`config.mk`:
```
export PLATFORM = sky130hd
export DESIGN_NAME = creditFifo
export DESIGN_NICKNAME = d
export VERILOG_FILES = /design/src/hdl/creditFifo.sv
export VERILOG_INCLUDE_DIRS = /design/src /design/src/hdl
export SDC_FILE = /design/constraint.sdc
export NUM_CORES = 1
export LEC_CHECK = 0
export ABC_CLOCK_PERIOD_IN_PS = 4240
export BUFFER_PORTS_ARGS = -buffer_cell sky130_fd_sc_hd__buf_2
export CORE_UTILIZATION = 35
export DETAILED_ROUTE_END_ITERATION = 6
export HOLD_SLACK_MARGIN = 0.15
export PLACE_DENSITY = 0.55
export SLEW_MARGIN = 20
export SYNTH_ARGS = -nofsm -noshare
export SYNTH_HDL_FRONTEND = slang
export SYNTH_SLANG_ARGS = --single-unit
export TNS_END_PERCENT = 10
```
`constraint.sdc`:
```
create_clock -name clk_sel -period 4.24 [get_ports clk_sel]
set_clock_uncertainty 0.2 [all_clocks]
set_input_delay 0.212 -clock clk_sel [delete_from_list [all_inputs] [get_ports clk_sel]]
set_output_delay 0.212 -clock clk_sel [all_outputs]
set_load 0.1 [all_outputs]
```
`src/hdl/nt_config.svh`:
```
// Name-table store configuration.
// Sizes shared by the package, the queues and the RAM.

`ifndef NT_CONFIG_SVH
`define NT_CONFIG_SVH

// Word address width, covering the tile-name and attribute areas.
`define NT_ADDR_W 9

// Number of 32-bit words in the RAM.
`define NT_DEPTH 512

// Bytes per RAM word.
`define NT_BYTES 4

// Queue depth per writer.
// The sender starts with this many credits after reset.
`define NT_CREDITS 2

`endif

```
`src/hdl/creditFifo.sv`:
```
// Credit-controlled request queue.
// Returns one credit pulse per entry that leaves.

`timescale 1ns/1ns

`include "nt_config.svh"

module creditFifo #(
    parameter type payloadT = logic [31:0]
) (
    input  logic    clk_sel,
    input  logic    reset,
    input  logic    push,
    input  payloadT pushData,
    output logic    notEmpty,
    output payloadT head,
    input  logic    pop,
    output logic    credit
);

    localparam int PTR_W = (`NT_CREDITS > 1) ? $clog2(`NT_CREDITS) : 1;
    localparam int CNT_W = $clog2(`NT_CREDITS + 1);

    payloadT            entries [0:`NT_CREDITS-1];
    logic [PTR_W-1:0]   wrPtr;
    logic [PTR_W-1:0]   rdPtr;
    logic [CNT_W-1:0]   count;

    function automatic logic [PTR_W-1:0] nextPtr(input logic [PTR_W-1:0] ptr);
        if (ptr == PTR_W'(`NT_CREDITS - 1)) begin
            return '0;
        end
        return ptr + 1'b1;
    endfunction

    assign notEmpty = (count != '0);
    assign head     = entries[rdPtr];

    always_ff @(posedge clk_sel) begin
        if (push) begin
            entries[wrPtr] <= pushData;
        end
    end

    always_ff @(posedge clk_sel) begin
        if (reset) begin
            wrPtr  <= '0;
            rdPtr  <= '0;
            count  <= '0;
            credit <= 1'b0;
        end else begin
            credit <= pop; // One pulse per released entry.
            if (push) begin
                wrPtr <= nextPtr(wrPtr);
            end
            if (pop) begin
                rdPtr <= nextPtr(rdPtr);
            end
            case ({push, pop})
                2'b10:   count <= count + 1'b1;
                2'b01:   count <= count - 1'b1;
                default: count <= count;
            endcase
        end
    end

endmodule

```
=== Word level (Yosys, flattened, before mapping) ===
Memory sizes are Yosys's and may differ from the RTL's. A register that Yosys moved wholly into a read port is not among the register bits.
Cells that the tools add are included.

* Register bits after elaboration: 5
* Bits in latches: 0
* Bits in writable memories: 64
* ROM bits: 0
* Word-level logic and storage cells: 28
* Memories kept: 1

{| class="wikitable"
|+ Memory list
! name !! depth !! width !! read ports !! clocked after Yosys merged registers in !! write ports !! line !! RTL
|-
| entries || 2 || 32 || 1 || 1 || 1 || creditFifo.sv:24 || <nowiki>payloadT entries [0:`NT_CREDITS-1];</nowiki>
|}

* Add/sub/neg operators: 4
* Multipliers: 0
* Divide/modulo/power cells: 0
* $lt $le $gt $ge: 0
* Equal/unequal tests: 2
* Shifts and indexed selects: 0
* Mux-type cells: 15
* Bitwise operators: 0
* Reduce and logical (&&, ||, !) cells: 2

{| class="wikitable"
|+ Operators by type and width
! cell !! count
|-
| 1-bit two-way mux || 14
|-
| 2-bit one-hot mux with 2 select lines || 1
|-
| 2-bit nonzero test || 2
|-
| 1-bit adder (second input constant) || 2
|-
| 2-bit by 1-bit adder with 2-bit output (second input constant) || 1
|-
| 2-bit by 1-bit == test with 1-bit output (second input constant) || 1
|-
| 2-bit == test (second input constant) || 1
|-
| 2-bit by 1-bit subtractor with 2-bit output (second input constant) || 1
|}

=== Logic depth before layout (Yosys ltp) ===
* Depth in word-level cells: 6
* Depth in mapped cells: 5
* Depth with buffers taken out: 5

=== Least setup slack after synthesis ===
No wires, ideal clock.

* Path kind: register to register
* Start: register wrPtr
* End: memory entries[0][0] in the netlist's numbering (enable)
* Library setup time: 0.422 ns
* Data arrival time: 1.685 ns
* Data required time: 3.618 ns
* Slack: 1.934 ns
* Stages on the path, launching flop included: 2
* Buffers on the path: 0
* Period minus slack after synthesis: 2.306 ns
* Path through: dfxtp_1 -> nor2_1

{| class="wikitable"
|+ RTL lines
! item !! line !! RTL
|-
| from (decl) || creditFifo.sv:25 || <nowiki>logic [PTR_W-1:0] wrPtr;</nowiki>
|-
| from (signal assigned) || creditFifo.sv:54 || <nowiki>wrPtr <= nextPtr(wrPtr);</nowiki>
|-
| to (decl) || creditFifo.sv:24 ||
|}

No word-level cell before the write port.

==> results.txt <==
Status: complete, no violations
Setup WS post-layout: 1.80 ns
Starting DRT DRC Count: 74
Sequential fraction of the synthesis area: 80.6%
Layout cells sized above 1: 47.5%
Slew HR: 36.2%
Leading area contributor after synthesis: edfxtp_1
Hold Vio Cnt, Final: 0
Initial antenna violation count: 0
Core footprint: 6910 um2
Area share of the largest cell type after synthesis: 75.9%
Largest net degree at the start of global routing: 33
Critical path peak fanout: 21
Horiz. Die Dim: 87.1 um
Critical path's largest stage delay: 0.63 ns
Total gr overflow: 0
Starting density of the core: 36.7%
Final #Nets: 274
Root buf cell: clkbuf_8
Top Ports: 70
Cell Chain, Critical Path: buf_4 -> mux2_2 -> buf_2
Final worst-path cycle share: 57.4%
Resize count post-CTS: 0
Worst r2r src: wrPtr$_SDFFE_PP0P_
Setup TNS: 0 ns
Final slew viol count: 0
Tot GR Track Use: 13.1%
Critical path capture point type: primary output
Overall Power: 0.00181 W
Min-Delay Path Class: reg2reg
Final core occ: 51.6%
Fin crit period: 2.44 ns
Final antenna-violating net count: 0
Drt pass-1 iters: 3
Core Rows: 30
#FFs+latches synth: 70
DRT Wirelength: 4.61 mm
First-pass GRT wire length: 7.27 mm
Placer Congestion: 0.642
Crit Path Class: reg2out
Post-Syn Area: 2530 um2
Vias: 1435
Worst path slowest cell: dfxtp_1
Area delta synth->final: 40.6%
Delay-heaviest family, CP: buffers and inverters
CTS tree: done
Num CTS Buffers: 9
Crit path required time: 3.83 ns
Clk buf depth: 2
Full die area: 7580 um2
Final HPWL DP: 2.89 mm
FMAX: 411 MHz
LEAKAGE: 1.35 nW
Commonest non-fill, non-tap cell in the layout: buf_2
Maximum vdd ir drop: 0.277 mV
Commonest non-fill, non-tap cells in the layout: buf_2 (69), edfxtp_1 (64), dlygate4sd3_1 (36)
Number of synthesis warnings: 0
PwrDens: 509 nW/um2
Setup violators final: 0
Cts hold-fix bufs: 36
Pre-CTS setup slack: 2.11 ns
Via density per instance: 4.25
H-tree levels: 3
HP Start: rdPtr$_SDFFE_PP0P_
Clk slew on worst S/H paths: 0.07 ns
Yosys cell types: 17
Post-CTS setup buffer count: 0
Syn_area_per_cell: 20.6 um2
Slew of the pin with the lowest slew margin: 0.954 ns
Syn Nets: 160
Top area cells in the synthesized netlist: edfxtp_1 (76%), mux2_2 (13%), dfxtp_1 (4.7%)
Clk Latency, worst-skew pair: 0.32 ns
Mapped Cells: 123
IO Port Bufs: 69
Arr. time, crit path: 2.02 ns
Remaining DRCs: 0
Drt wl/cell: 13.6 um
Startpoint Class: register
Ant. Diodes: 0
Clock Sinks: 70
Buf+Inv Stages, Crit Path: 2
RSZ-0062 raised after global routing: false
Max_cap viols: 0
Die height: 87.1 um
Vias in the first global route: 1606
## registers in the layout, indices dropped and copies added, names as in the netlist, named ones only
register / count
entries: 64
wrPtr: 1
credit: 1
rdPtr: 1
count: 2
## tightest hold or removal path: cells and delay by family (launching register included)
family / cells / cell delay (ns)
xor+xnor: 1 / 0.08
simple gates: 1 / 0.08
flops: 1 / 0.32
## final cells by class
type	instances	area, um2
clock buffer	12	135
clock inverter	4	71.3
fill	616	3340
inverter	1	3.75
multi-input combinational	48	469
sequential	70	2040
tap	96	120
timing repair buffer	107	721
## power by group
group / leakage [nW] / switching [W] / internal [W]
Sequential: 0.651 / 0.0000152 / 0.000802
Clock: 0.0982 / 0.000230 / 0.000330
Combinational: 0.602 / 0.000337 / 0.000100
Total: 1.35 / 0.000581 / 0.00123
## cells by family (layout without fill, tap and decap cells)
logic type               Yosys count  after routing  synth area share (%)
multiplexers                      32             32                  14.2
adder cells (fa/ha/maj)            1              1                 0.494
buffers and inverters              5            124                  1.18
AO/OA/AOI/OAI                      2              2                 0.395
XOR/XNOR                           4              4                  1.38
AND/OR/NAND/NOR                    9              9                  1.73
flip-flops                        70             70                  80.6
## per-layer routing
layer	GRT usage [%]	vias up	routed length, um
li1	-	697	-
met1	15.2	683	1960
met2	21.9	50	2320
met3	4.27	5	273
met4	6.82	0	59
met5	0	-	0
## path summary, 6_finish.rpt
check | end | slack (ns) | depth (start not counted)
max | head[14] | 1.80 | 3
min | rdPtr$_SDFFE_PP0P_ | 0.32 | 2
max reg2reg | entries[1][16]$_DFFE_PP_ | 2.38 | 2
min reg2reg | rdPtr$_SDFFE_PP0P_ | 0.32 | 2
## cells in the mapped netlist, drive strengths merged
cell,n
inv,1
mux2,32
ha,1
or2,1
dfxtp,6
clkbuf,1
a21oi,1
nor2,5
xor2,1
nor2b,1
xnor2,3
and2,1
or3,1
edfxtp,64
o21ai,1
buf,3
## stage by stage
stage | instances | hold WS [ns] | instance area, um2
after floorplan | 123 | 0.0811 | 2530
after detailed placement | 286 | 0.204 | 3000
after global placement | 286 | 0.202 | 3000
final | 338 | 0.317 | 3560
after CTS | 338 | 0.319 | 3560
after global routing | 338 | 0.360 | 3560
No activity file was read; power rests on OpenSTA's default activity.
