==> src/hdl/nt_config.svh <==
// Name-table store configuration.
// Sizes shared by the package, the queues and the RAM.

`ifndef NT_CONFIG_SVH
`define NT_CONFIG_SVH

// Word address width, covering the tile-name and attribute areas.
`define NT_ADDR_W 9

// Number of 32-bit words in the RAM.
`define NT_DEPTH 512

// Bytes per RAM word.
`define NT_BYTES 4

// Queue depth per writer.
// The sender starts with this many credits after reset.
`define NT_CREDITS 2

`endif

==> src/hdl/ntPkg.sv <==
// Name-table store types.
// Write request format and write source encoding.

`include "nt_config.svh"

package ntPkg;

    // One byte-enabled word write.
    // byteEn[3] covers data[7:0] and byteEn[0] covers data[31:24].
    typedef struct packed {
        logic [`NT_ADDR_W-1:0]   addr;
        logic [`NT_BYTES-1:0]    byteEn;
        logic [8*`NT_BYTES-1:0]  data;
    } ntWriteReq;

    // Arbiter grant, also carried to the RAM.
    typedef enum logic [1:0] {
        none = 2'd0,
        cpu  = 2'd1,
        name = 2'd2,
        attr = 2'd3
    } ntSource;

endpackage

==> src/hdl/writeArbiter.sv <==
// Fixed-priority write arbiter.
// Pops one queue per cycle into the single RAM write port.

`timescale 1ns/1ns

module writeArbiter (
    input  logic              cpuNotEmpty,
    input  logic              nameNotEmpty,
    input  logic              attrNotEmpty,
    input  ntPkg::ntWriteReq  cpuHead,
    input  ntPkg::ntWriteReq  nameHead,
    input  ntPkg::ntWriteReq  attrHead,
    output logic              cpuPop,
    output logic              namePop,
    output logic              attrPop,
    output logic              wrEn,
    output ntPkg::ntWriteReq  wrReq,
    output ntPkg::ntSource    wrSource
);

    import ntPkg::*;

    always_comb begin
        cpuPop   = 1'b0;
        namePop  = 1'b0;
        attrPop  = 1'b0;
        wrReq    = cpuHead;
        wrSource = none;
        // cpu first, then name loader, then attribute loader.
        if (cpuNotEmpty) begin
            cpuPop   = 1'b1;
            wrSource = cpu;
        end else if (nameNotEmpty) begin
            namePop  = 1'b1;
            wrReq    = nameHead;
            wrSource = name;
        end else if (attrNotEmpty) begin
            attrPop  = 1'b1;
            wrReq    = attrHead;
            wrSource = attr;
        end
    end

    assign wrEn = cpuPop | namePop | attrPop;

endmodule

==> config.mk <==
export PLATFORM = sky130hd
export DESIGN_NAME = writeArbiter
export DESIGN_NICKNAME = d
export VERILOG_FILES = /design/src/hdl/ntPkg.sv /design/src/hdl/writeArbiter.sv
export VERILOG_INCLUDE_DIRS = /design/src /design/src/hdl
export SDC_FILE = /design/constraint.sdc
export NUM_CORES = 1
export LEC_CHECK = 0
export BUFFER_PORTS_ARGS = -buffer_cell sky130_fd_sc_hd__buf_2
export CAP_MARGIN = 5
export CORE_AREA = 2 2 74 76
export DETAILED_ROUTE_END_ITERATION = 7
export DIE_AREA = 0 0 76 78
export PLACE_DENSITY_LB_ADDON = 0.2
export SLEW_MARGIN = 30
export SYNTH_ARGS = -nofsm -noshare
export SYNTH_HDL_FRONTEND = slang
export SYNTH_SLANG_ARGS = --single-unit
==> constraint.sdc <==
create_clock -name vclk -period 1.9
set_clock_uncertainty 0.1 [all_clocks]
set_input_delay 0.38 -clock vclk [all_inputs]
set_output_delay 0.38 -clock vclk [all_outputs]
set_load 0.02 [all_outputs]
## Yosys cells after proc, flatten, opt, wreduce, memory -nomap -nowiden

Cells that the tools add are included.
W data, S select, Z words.

| word-level totals | value |
|---|---|
| logic and storage cells | 14 |
| output and inout bits | 51 |
| bits in registers | 0 |

| cells by class | value |
|---|---|
| bitwise operators | 2 |
| muxes and demuxes | 12 |

Operators by type and width:

| cell | count |
|---|---|
| $mux W45 | 3 |
| $mux W1 | 6 |
| $mux W2 | 3 |
| $or A1 B1 Y1 | 2 |

## Depth between registers and ports, before layout

Gate-level depths: netlist of the first run.

| depth | value |
|---|---|
| depth in word-level cells | 4 |
| depth in mapped cells | 5 |

## Least setup slack after synthesis of the first run

No wires, ideal clock.

| path | value |
|---|---|
| path type | input to output |
| from | input cpuNotEmpty |
| to | output wrReq[33] (netlist name) |
| path buffers | 3 |
| data required time | 1.420 ns |
| stages on the path | 5 |
| path slack | -0.068 ns |
| data arrival time | 1.488 ns |
| cell sequence | buf_6 o21bai_1 buf_6 buf_6 a222oi_1 |

RTL lines:

| item | line | source |
|---|---|---|
| start: declaration | writeArbiter.sv:7 | `input logic cpuNotEmpty,` |
| end: declaration | writeArbiter.sv:17 | `output ntPkg::ntWriteReq wrReq,` |

==> impl_metrics.ini, run 1 <==
[timing]
fmax_mhz = 537
slew_viol_final = 0
tightest_slew_ns = 0.354
rsz0062_at_grt = yes
slew_headroom_pct = 76.4
fin_crit_sh_pct = 98.0
min_period_ns = 1.86
worst_slack_ns = 0.0386
fin_setup_tns_ns = 0
hold_violations = 0
setup_violations = 0

[worst_setup_path]
crit_family = buffers and inverters
crit_slowest_cell = a222oi_1
worst_setup_path_start_kind = input port
path_max_fanout = 12
cp.required_ns = 1.42
path_cells = buf_8 > o21bai_4 > clkbuf_16 > a222oi_1 > buf_2
cp.buffers_inverters = 3
crit_path_max_incr_delay_ns = 0.25
path_class = input port to output port
setup.worst_path.end_class = output port
arrival_ns = 1.38

[floorplanning]
fp-row-count = 26
die_x_microns = 76
core_sq_um = 5040
die_h_microns = 78
start_util_pct = 23.9
ios = 189
dieArea_sq_um = 5930

[grt]
grtUsageTotal_pct = 16.6
grt_remaining_overflow = 0
grt_use_met1_pct = 17.7
grt_antenna_before_repair = 0
grt_max_degree = 29
grt_pass1_vias = 1916
grt_first_pass_wirelength_microns = 8540
gr-usage-met3_pct = 2.09
busiest_layer = met2
grt_use_met2_pct = 36.3

[yosys]
synthTopCellsByCount = 89 x inv_1, 44 x a222oi_1, 44 x nor2_1
synth_top_area_cell = a222oi_1
ys_warn_count = 0
seq_area_frac_synth_pct = 0
synth_nets = 347
yosys.area.top_type_share_pct = 36.6
synth_cells = 209
ys_types = 15
yosysMostFrequentCell = inv_1
synth_area_sq_um = 1200
syn_area_per_cell_sq_um = 5.76
synth.area.top_cells = a222oi_1 37%, inv_1 28%, nor2_1 14%, buf_6 11%, buf_2 3.3%

[cells_and_area]
regArea_sq_um = 0
clock_buffer_count = 0
n_sequential_cell = 0
nets = 531
layout-drive-gt1-share_pct = 53.2
diodes = 0
fin_util_pct = 46.6
area_growth_pct = 95.3

[routing]
num_vias = 2161
drtIter0Drc = 165
ant_nets = 0
vias_per_cell = 4.69
remaining_drc_errors = 0
drt-total-wl_microns = 5720
wl_per_cell_microns = 12.4
firstDrtPassIters = 5

[status]
status = finished clean

[power]
leakagePower_nw = 1.60
p_per_area_nw_per_um2 = 275
worst_ir_drop_vdd_mv = 0.106

[worst_hold_path]
hold_class = input port to output port

[placed_design]
portBuffers = 189
place_ws_ns = -0.0402
detailed_place_hpwl_microns = 4360
gp_congestion = 0.786

[run]
cap_violations = 0
where the power goes:
| group | switching [mW] | internal, mW | total [mW] |
|---|---|---|---|
| clock | 0 | 0 | 0 |
| combinational | 0.343 | 0.304 | 0.646 |
| sequential | 0 | 0 | 0 |
per-stage QoR:
step           hold slack [ns]  instances  power [mW]  cell area, sq um
2_1_floorplan            0.773        209       0.345              1200
3_3_place_gp             0.998        457       0.608              2200
3_5_place_dp              1.00        457       0.611              2200
4_1_cts                   1.00        457       0.614              2210
5_1_grt                   1.02        461       0.702              2350
6_report                  1.00        461       0.646              2350
tightest hold or removal path, cell delays in order:
cell and delay (ns):
buf_2 0.09, inv_1 0.04, a222oi_1 0.05, buf_2 0.16
worst paths after layout:
check	slack, ns	start	cells past startpoint	to
worst max-delay path	0.04	cpuNotEmpty	5	wrReq[32]
worst min-delay path	1.00	cpuHead[12]	4	wrReq[12]
cell families after synthesis:
| logic type | Yosys count | synth area share, % |
|---|---|---|
| AO/OA/AOI/OAI | 46 | 37.8 |
| buffers and inverters | 112 | 43.9 |
| AND/OR/NAND/NOR | 51 | 18.3 |
what timing repair did:
item,in CTS,in global routing
buffers inserted,0,0
hold buffers,0,0
pin swaps,3,5
gates cloned,0,4
gates resized for setup,2,13
endpoints found under the setup margin,14,32
placed cells by master, fill, tap and decap left out:
| cell | n |
|---|---|
| a211oi_1 | 1 |
| a222oi_1 | 44 |
| buf_12 | 4 |
| buf_2 | 186 |
| buf_4 | 1 |
| buf_6 | 6 |
| buf_8 | 3 |
| clkbuf_16 | 4 |
| inv_1 | 89 |
| inv_2 | 1 |
| nor2_1 | 44 |
| nor2b_1 | 1 |
| nor2b_4 | 2 |
| nor3b_1 | 1 |
| nor4b_1 | 1 |
| o21bai_4 | 1 |
| or2_1 | 1 |
| or3_1 | 1 |
cell type report:
| type | count | area [sq um] |
|---|---|---|
| tap | 70 | 87.6 |
| inverter | 90 | 338 |
| fill | 524 | 2690 |
| multi-input combinational | 97 | 694 |
| timing repair buffer | 204 | 1230 |
metal layers:
layer  up-vias  routed length, microns
met5         -                       0
met4         0                       0
met3         0                     549
met2       132                    3060
met1       962                    2110
li1       1067                       -
Power figures use the tool's default switching activity.
==> run 2: changes to the inputs <==
--- a/config.mk
+++ b/config.mk
@@ -8,9 +8,9 @@
 export LEC_CHECK = 0
 export BUFFER_PORTS_ARGS = -buffer_cell sky130_fd_sc_hd__buf_2
 export CAP_MARGIN = 5
-export CORE_AREA = 2 2 74 76
+export CORE_AREA = 3 3 72 74
 export DETAILED_ROUTE_END_ITERATION = 7
-export DIE_AREA = 0 0 76 78
+export DIE_AREA = 0 0 75 77
 export PLACE_DENSITY_LB_ADDON = 0.2
 export SLEW_MARGIN = 30
 export SYNTH_ARGS = -nofsm -noshare
==> run 2 against run 1 <==
Final cell count fell by 3.7%; non-clock buffer count fell by 1; fmax fell by 0.11%; largest power group unchanged; power rose by 1.1%; sequential share of layout area did not move; largest cell class unchanged; cell area rose by 0.16%; via count fell by 1.9%; sequential cell count did not move; worst hold slack got worse by 0.0017 ns; critical path depth did not move; core utilization rose by 3.9 points; highest routed layer unchanged; die area fell by 2.6%.
==> impl_metrics.ini, run 2 (same netlist as run 1, synthesis figures left out) <==
[floorplanning]
die_x_microns = 75
dieArea_sq_um = 5780
die_h_microns = 77
ios = 189
fp-row-count = 25
start_util_pct = 25.8
core_sq_um = 4660

[run]
cap_violations = 0

[grt]
grt_remaining_overflow = 0
grt_first_pass_wirelength_microns = 7890
grtUsageTotal_pct = 16.2
grt_pass1_vias = 1850
grt_antenna_before_repair = 0
grt_max_degree = 40

[timing]
min_period_ns = 1.86
whs_ns = 0.999
slew_headroom_pct = 79.5
worst_slack_ns = 0.0365
rsz0062_at_grt = yes
fin_setup_tns_ns = 0
fin_crit_sh_pct = 98.1
setup_violations = 0
fmax_mhz = 537
hold_violations = 0
tightest_slew_ns = 0.306
slew_viol_final = 0

[worst_setup_path]
crit_family = buffers and inverters
path_cells = buf_12 > o21bai_4 > clkbuf_16 > a222oi_1 > buf_2
cp.buffers_inverters = 3
path_max_fanout = 19
crit_path_max_incr_delay_ns = 0.23
setup.worst_path.end_class = output port
cp.required_ns = 1.42
crit_slowest_cell = a222oi_1
worst_setup_path_start_kind = input port
path_class = input port to output port
arrival_ns = 1.38
crit_start = cpuNotEmpty

[worst_hold_path]
min_from = nameNotEmpty
holdPathEnd = wrEn
hold_class = input port to output port
min_path_cells = 3

[routing]
drtIter0Drc = 171
vias_per_cell = 4.77
wl_per_cell_microns = 13.4
num_vias = 2120
ant_nets = 0
remaining_drc_errors = 0
drt-total-wl_microns = 5960
firstDrtPassIters = 8

[placed_design]
place_ws_ns = -0.0167
dpl_cell_area_sq_um = 2200
portBuffers = 189
detailed_place_hpwl_microns = 4320
gp_congestion = 0.746

[cells_and_area]
fin_util_pct = 50.5
layout_common_cells = 187 x buf_2, 89 x inv_1, 44 x nor2_1, 44 x a222oi_1, 8 x buf_12
fin_area_sq_um = 2350
regArea_sq_um = 0
layout_commonest_cell = buf_2
diodes = 0
area_growth_pct = 95.6
n_sequential_cell = 0
layout-drive-gt1-share_pct = 53.1
clock_buffer_count = 0
nets = 530

[clock_tree]
holdBufCountCts = 0

[power]
switchingPower_uw = 343
worst_ir_drop_vdd_mv = 0.145
p_per_area_nw_per_um2 = 278
seqPwrFrac_pct = 0
combPwrFrac_pct = 100.0
p_int_uw = 311
pwr-share-clk_pct = 0
switching_share_pct = 52.5
leakagePower_nw = 1.61

[status]
status = finished clean
==> run 2: cell count changes in the layout (fill, tap and decap cells not counted), sizes merged <==
cell,delta
clkbuf,+1
buf,-2
==> run 2: cell type report <==
cell class                 instances  area (sq um)
timing repair buffer             203          1250
fill                             482          2310
multi-input combinational         97           694
tap                               54          67.6
inverter                          90           338
==> run 2: tightest hold or removal path: cells and delay by family <==
kind / cells / cell delay [ns]
buffers and inverters: 2 / 0.24
and+or+nand+nor: 1 / 0.10
==> run 2: worst max path at each step <==
| stage | endpoint | cells after the start |
|---|---|---|
| floorplan | wrReq[33] | 5 |
| global placement | wrReq[10] | 5 |
| detailed placement | wrReq[10] | 5 |
| CTS | wrReq[10] | 5 |
| global route | wrReq[10] | 5 |
| finish | wrReq[22] | 5 |
==> run 2: metal layers <==
layer  up-vias  part of all wire (%)  track usage [%]
li1       1064                     -                -
met4         0                     0                0
met5         -                     0                0
met1       912                    37             18.1
met3         0                    13             2.10
met2       144                    51             32.9
==> run 2: power groups by stage <==
stage / Sequential (mW) / Clock (mW) / Combinational [mW]
finish: 0 / 0 / 0.653
global route: 0 / 0 / 0.709
CTS: 0 / 0 / 0.614
detailed placement: 0 / 0 / 0.612
global placement: 0 / 0 / 0.608
floorplan: 0 / 0 / 0.345
==> run 2: timing repair <==
action | in CTS | in global routing
pin swaps | 1 | 3
gates cloned | 0 | 5
buffers inserted | 0 | 0
endpoints found under the setup margin | 1 | 16
gates resized for setup | 1 | 7
==> run 2: stage by stage <==
stage / power (mW) / std cells
floorplan: 0.345 / 209
global placement: 0.608 / 439
detailed placement: 0.612 / 439
CTS: 0.614 / 439
global route: 0.709 / 444
finish: 0.653 / 444
==> run 3: changes to the inputs <==
--- a/config.mk
+++ b/config.mk
@@ -8,9 +8,11 @@
 export LEC_CHECK = 0
 export BUFFER_PORTS_ARGS = -buffer_cell sky130_fd_sc_hd__buf_2
 export CAP_MARGIN = 5
-export CORE_AREA = 3 3 72 74
+export CELL_PAD_IN_SITES_DETAIL_PLACEMENT = 1
+export CELL_PAD_IN_SITES_GLOBAL_PLACEMENT = 2
+export CORE_MARGIN = 3
+export CORE_UTILIZATION = 12
 export DETAILED_ROUTE_END_ITERATION = 7
-export DIE_AREA = 0 0 75 77
 export PLACE_DENSITY_LB_ADDON = 0.2
 export SLEW_MARGIN = 30
 export SYNTH_ARGS = -nofsm -noshare
==> run 3 against run 2 <==
Sequential cell count stayed put; combinational power increased by 2%; routed wire length up 25%; final cell count increased by 17%; core utilization shrank 25 points; worst hold slack worse by 0.012 ns; non-clock buffer count is 2 higher; critical endpoint is now wrReq[13].
==> impl_metrics.ini, run 3 (same netlist as run 1, synthesis figures left out) <==
[worst_hold_path]
hold_class = input port to output port

[floorplanning]
fp-row-count = 35
start_util_pct = 12.7
dieArea_sq_um = 11300
ios = 189
die_x_microns = 106
die_h_microns = 106
core_sq_um = 9500

[timing]
rsz0062_at_grt = yes
fin_crit_sh_pct = 98.6
tightest_slew_ns = 0.359
fmax_mhz = 534
slew_viol_final = 0
slew_headroom_pct = 76.0
min_period_ns = 1.87
whs_ns = 0.987
hold_violations = 0
setup_violations = 0

[routing]
drt-total-wl_microns = 7440
firstDrtPassIters = 6
remaining_drc_errors = 0
wl_per_cell_microns = 14.3
vias_per_cell = 4.28
drtIter0Drc = 213
num_vias = 2230
ant_nets = 0

[cells_and_area]
layout_commonest_cell = buf_2
layout_common_cells = 180 x buf_2, 89 x inv_1, 44 x nor2_1, 44 x a222oi_1, 10 x buf_4
regArea_sq_um = 0
fin_area_sq_um = 2440
nets = 532
diodes = 0
layout-drive-gt1-share_pct = 53.3
area_growth_pct = 103
n_sequential_cell = 0
clock_buffer_count = 0

[status]
status = finished clean

[grt]
grt_first_pass_wirelength_microns = 11100
grtUsageTotal_pct = 11.7
grt_antenna_before_repair = 0
grt_max_degree = 25
grt_pass1_vias = 2367
grt_remaining_overflow = 0

[worst_setup_path]
arrival_ns = 1.39
worst_setup_path_start_kind = input port
cp.required_ns = 1.42
path_max_fanout = 9
cp-endpoint = wrReq[13]
setup.worst_path.end_class = output port
crit_start = nameNotEmpty
path_class = input port to output port

[power]
leakagePower_nw = 1.61
p_per_area_nw_per_um2 = 273
worst_ir_drop_vdd_mv = 0.0691
total_power_uw = 667

[placed_design]
detailed_place_hpwl_microns = 5960
dpl_cell_area_sq_um = 2320
portBuffers = 189
gp_congestion = 0.694

[run]
cap_violations = 0
-- run 3: report_power, final --
group          total (mW)  internal (mW)  switching [mW]
Clock                   0              0               0
Combinational       0.667          0.315           0.352
Sequential              0              0               0
-- run 3: critical path, stage by stage --
cell and delay [ns]:
buf_8 0.10, buf_6 0.12, o21bai_4 0.33, clkbuf_16 0.23, a222oi_1 0.06, buf_2 0.17
-- run 3: how the worst min path moves through the flow --
stage,from,endpoint,slack (ns),depth (start not counted)
final,nameNotEmpty,wrEn,0.99,3
after global routing,nameNotEmpty,wrEn,1.0,3
after CTS,cpuHead[2],wrReq[2],1.01,4
after global placement,cpuHead[12],wrReq[12],1.00,4
after detailed placement,cpuHead[2],wrReq[2],1.00,4
after floorplan,cpuNotEmpty,cpuPop,0.77,1
-- run 3: repair_timing --
action / 4_1_cts / 5_1_grt
resized for setup: 5 / 14
gates cloned: 0 / 2
hold buffers: 0 / 0
pin swaps: 0 / 2
endpoints found under the setup margin: 19 / 32
buffers inserted: 0 / 1
-- run 3: routing by layer --
metal | share of wire (%) | wire, microns | up-vias | GRT usage, %
met5 | 0 | 0 | - | 0
li1 | - | - | 1067 | -
met1 | 36 | 2680 | 1053 | 11.9
met3 | 9.3 | 693 | 2 | 3.04
met4 | 0.30 | 22 | 0 | 0.740
met2 | 54 | 4040 | 108 | 24.5
-- run 3: final cells by class --
class / count / area, sq um
timing repair buffer: 205 / 1250
fill: 1266 / 7060
tap: 129 / 161
multi-input combinational: 97 / 694
inverter: 90 / 338
-- run 3: through the flow --
stage               setup WS [ns]  cells  util, %  TNS [ns]
floorplan                 -0.0678    209        -     -2.58
global placement         -0.00422    518     24.5  -0.00435
detailed placement        -0.0423    518     24.5    -0.334
CTS                      -0.00173    518     24.6  -0.00173
global route              -0.0603    521     25.7    -0.860
finish                     0.0260    521     25.7         0
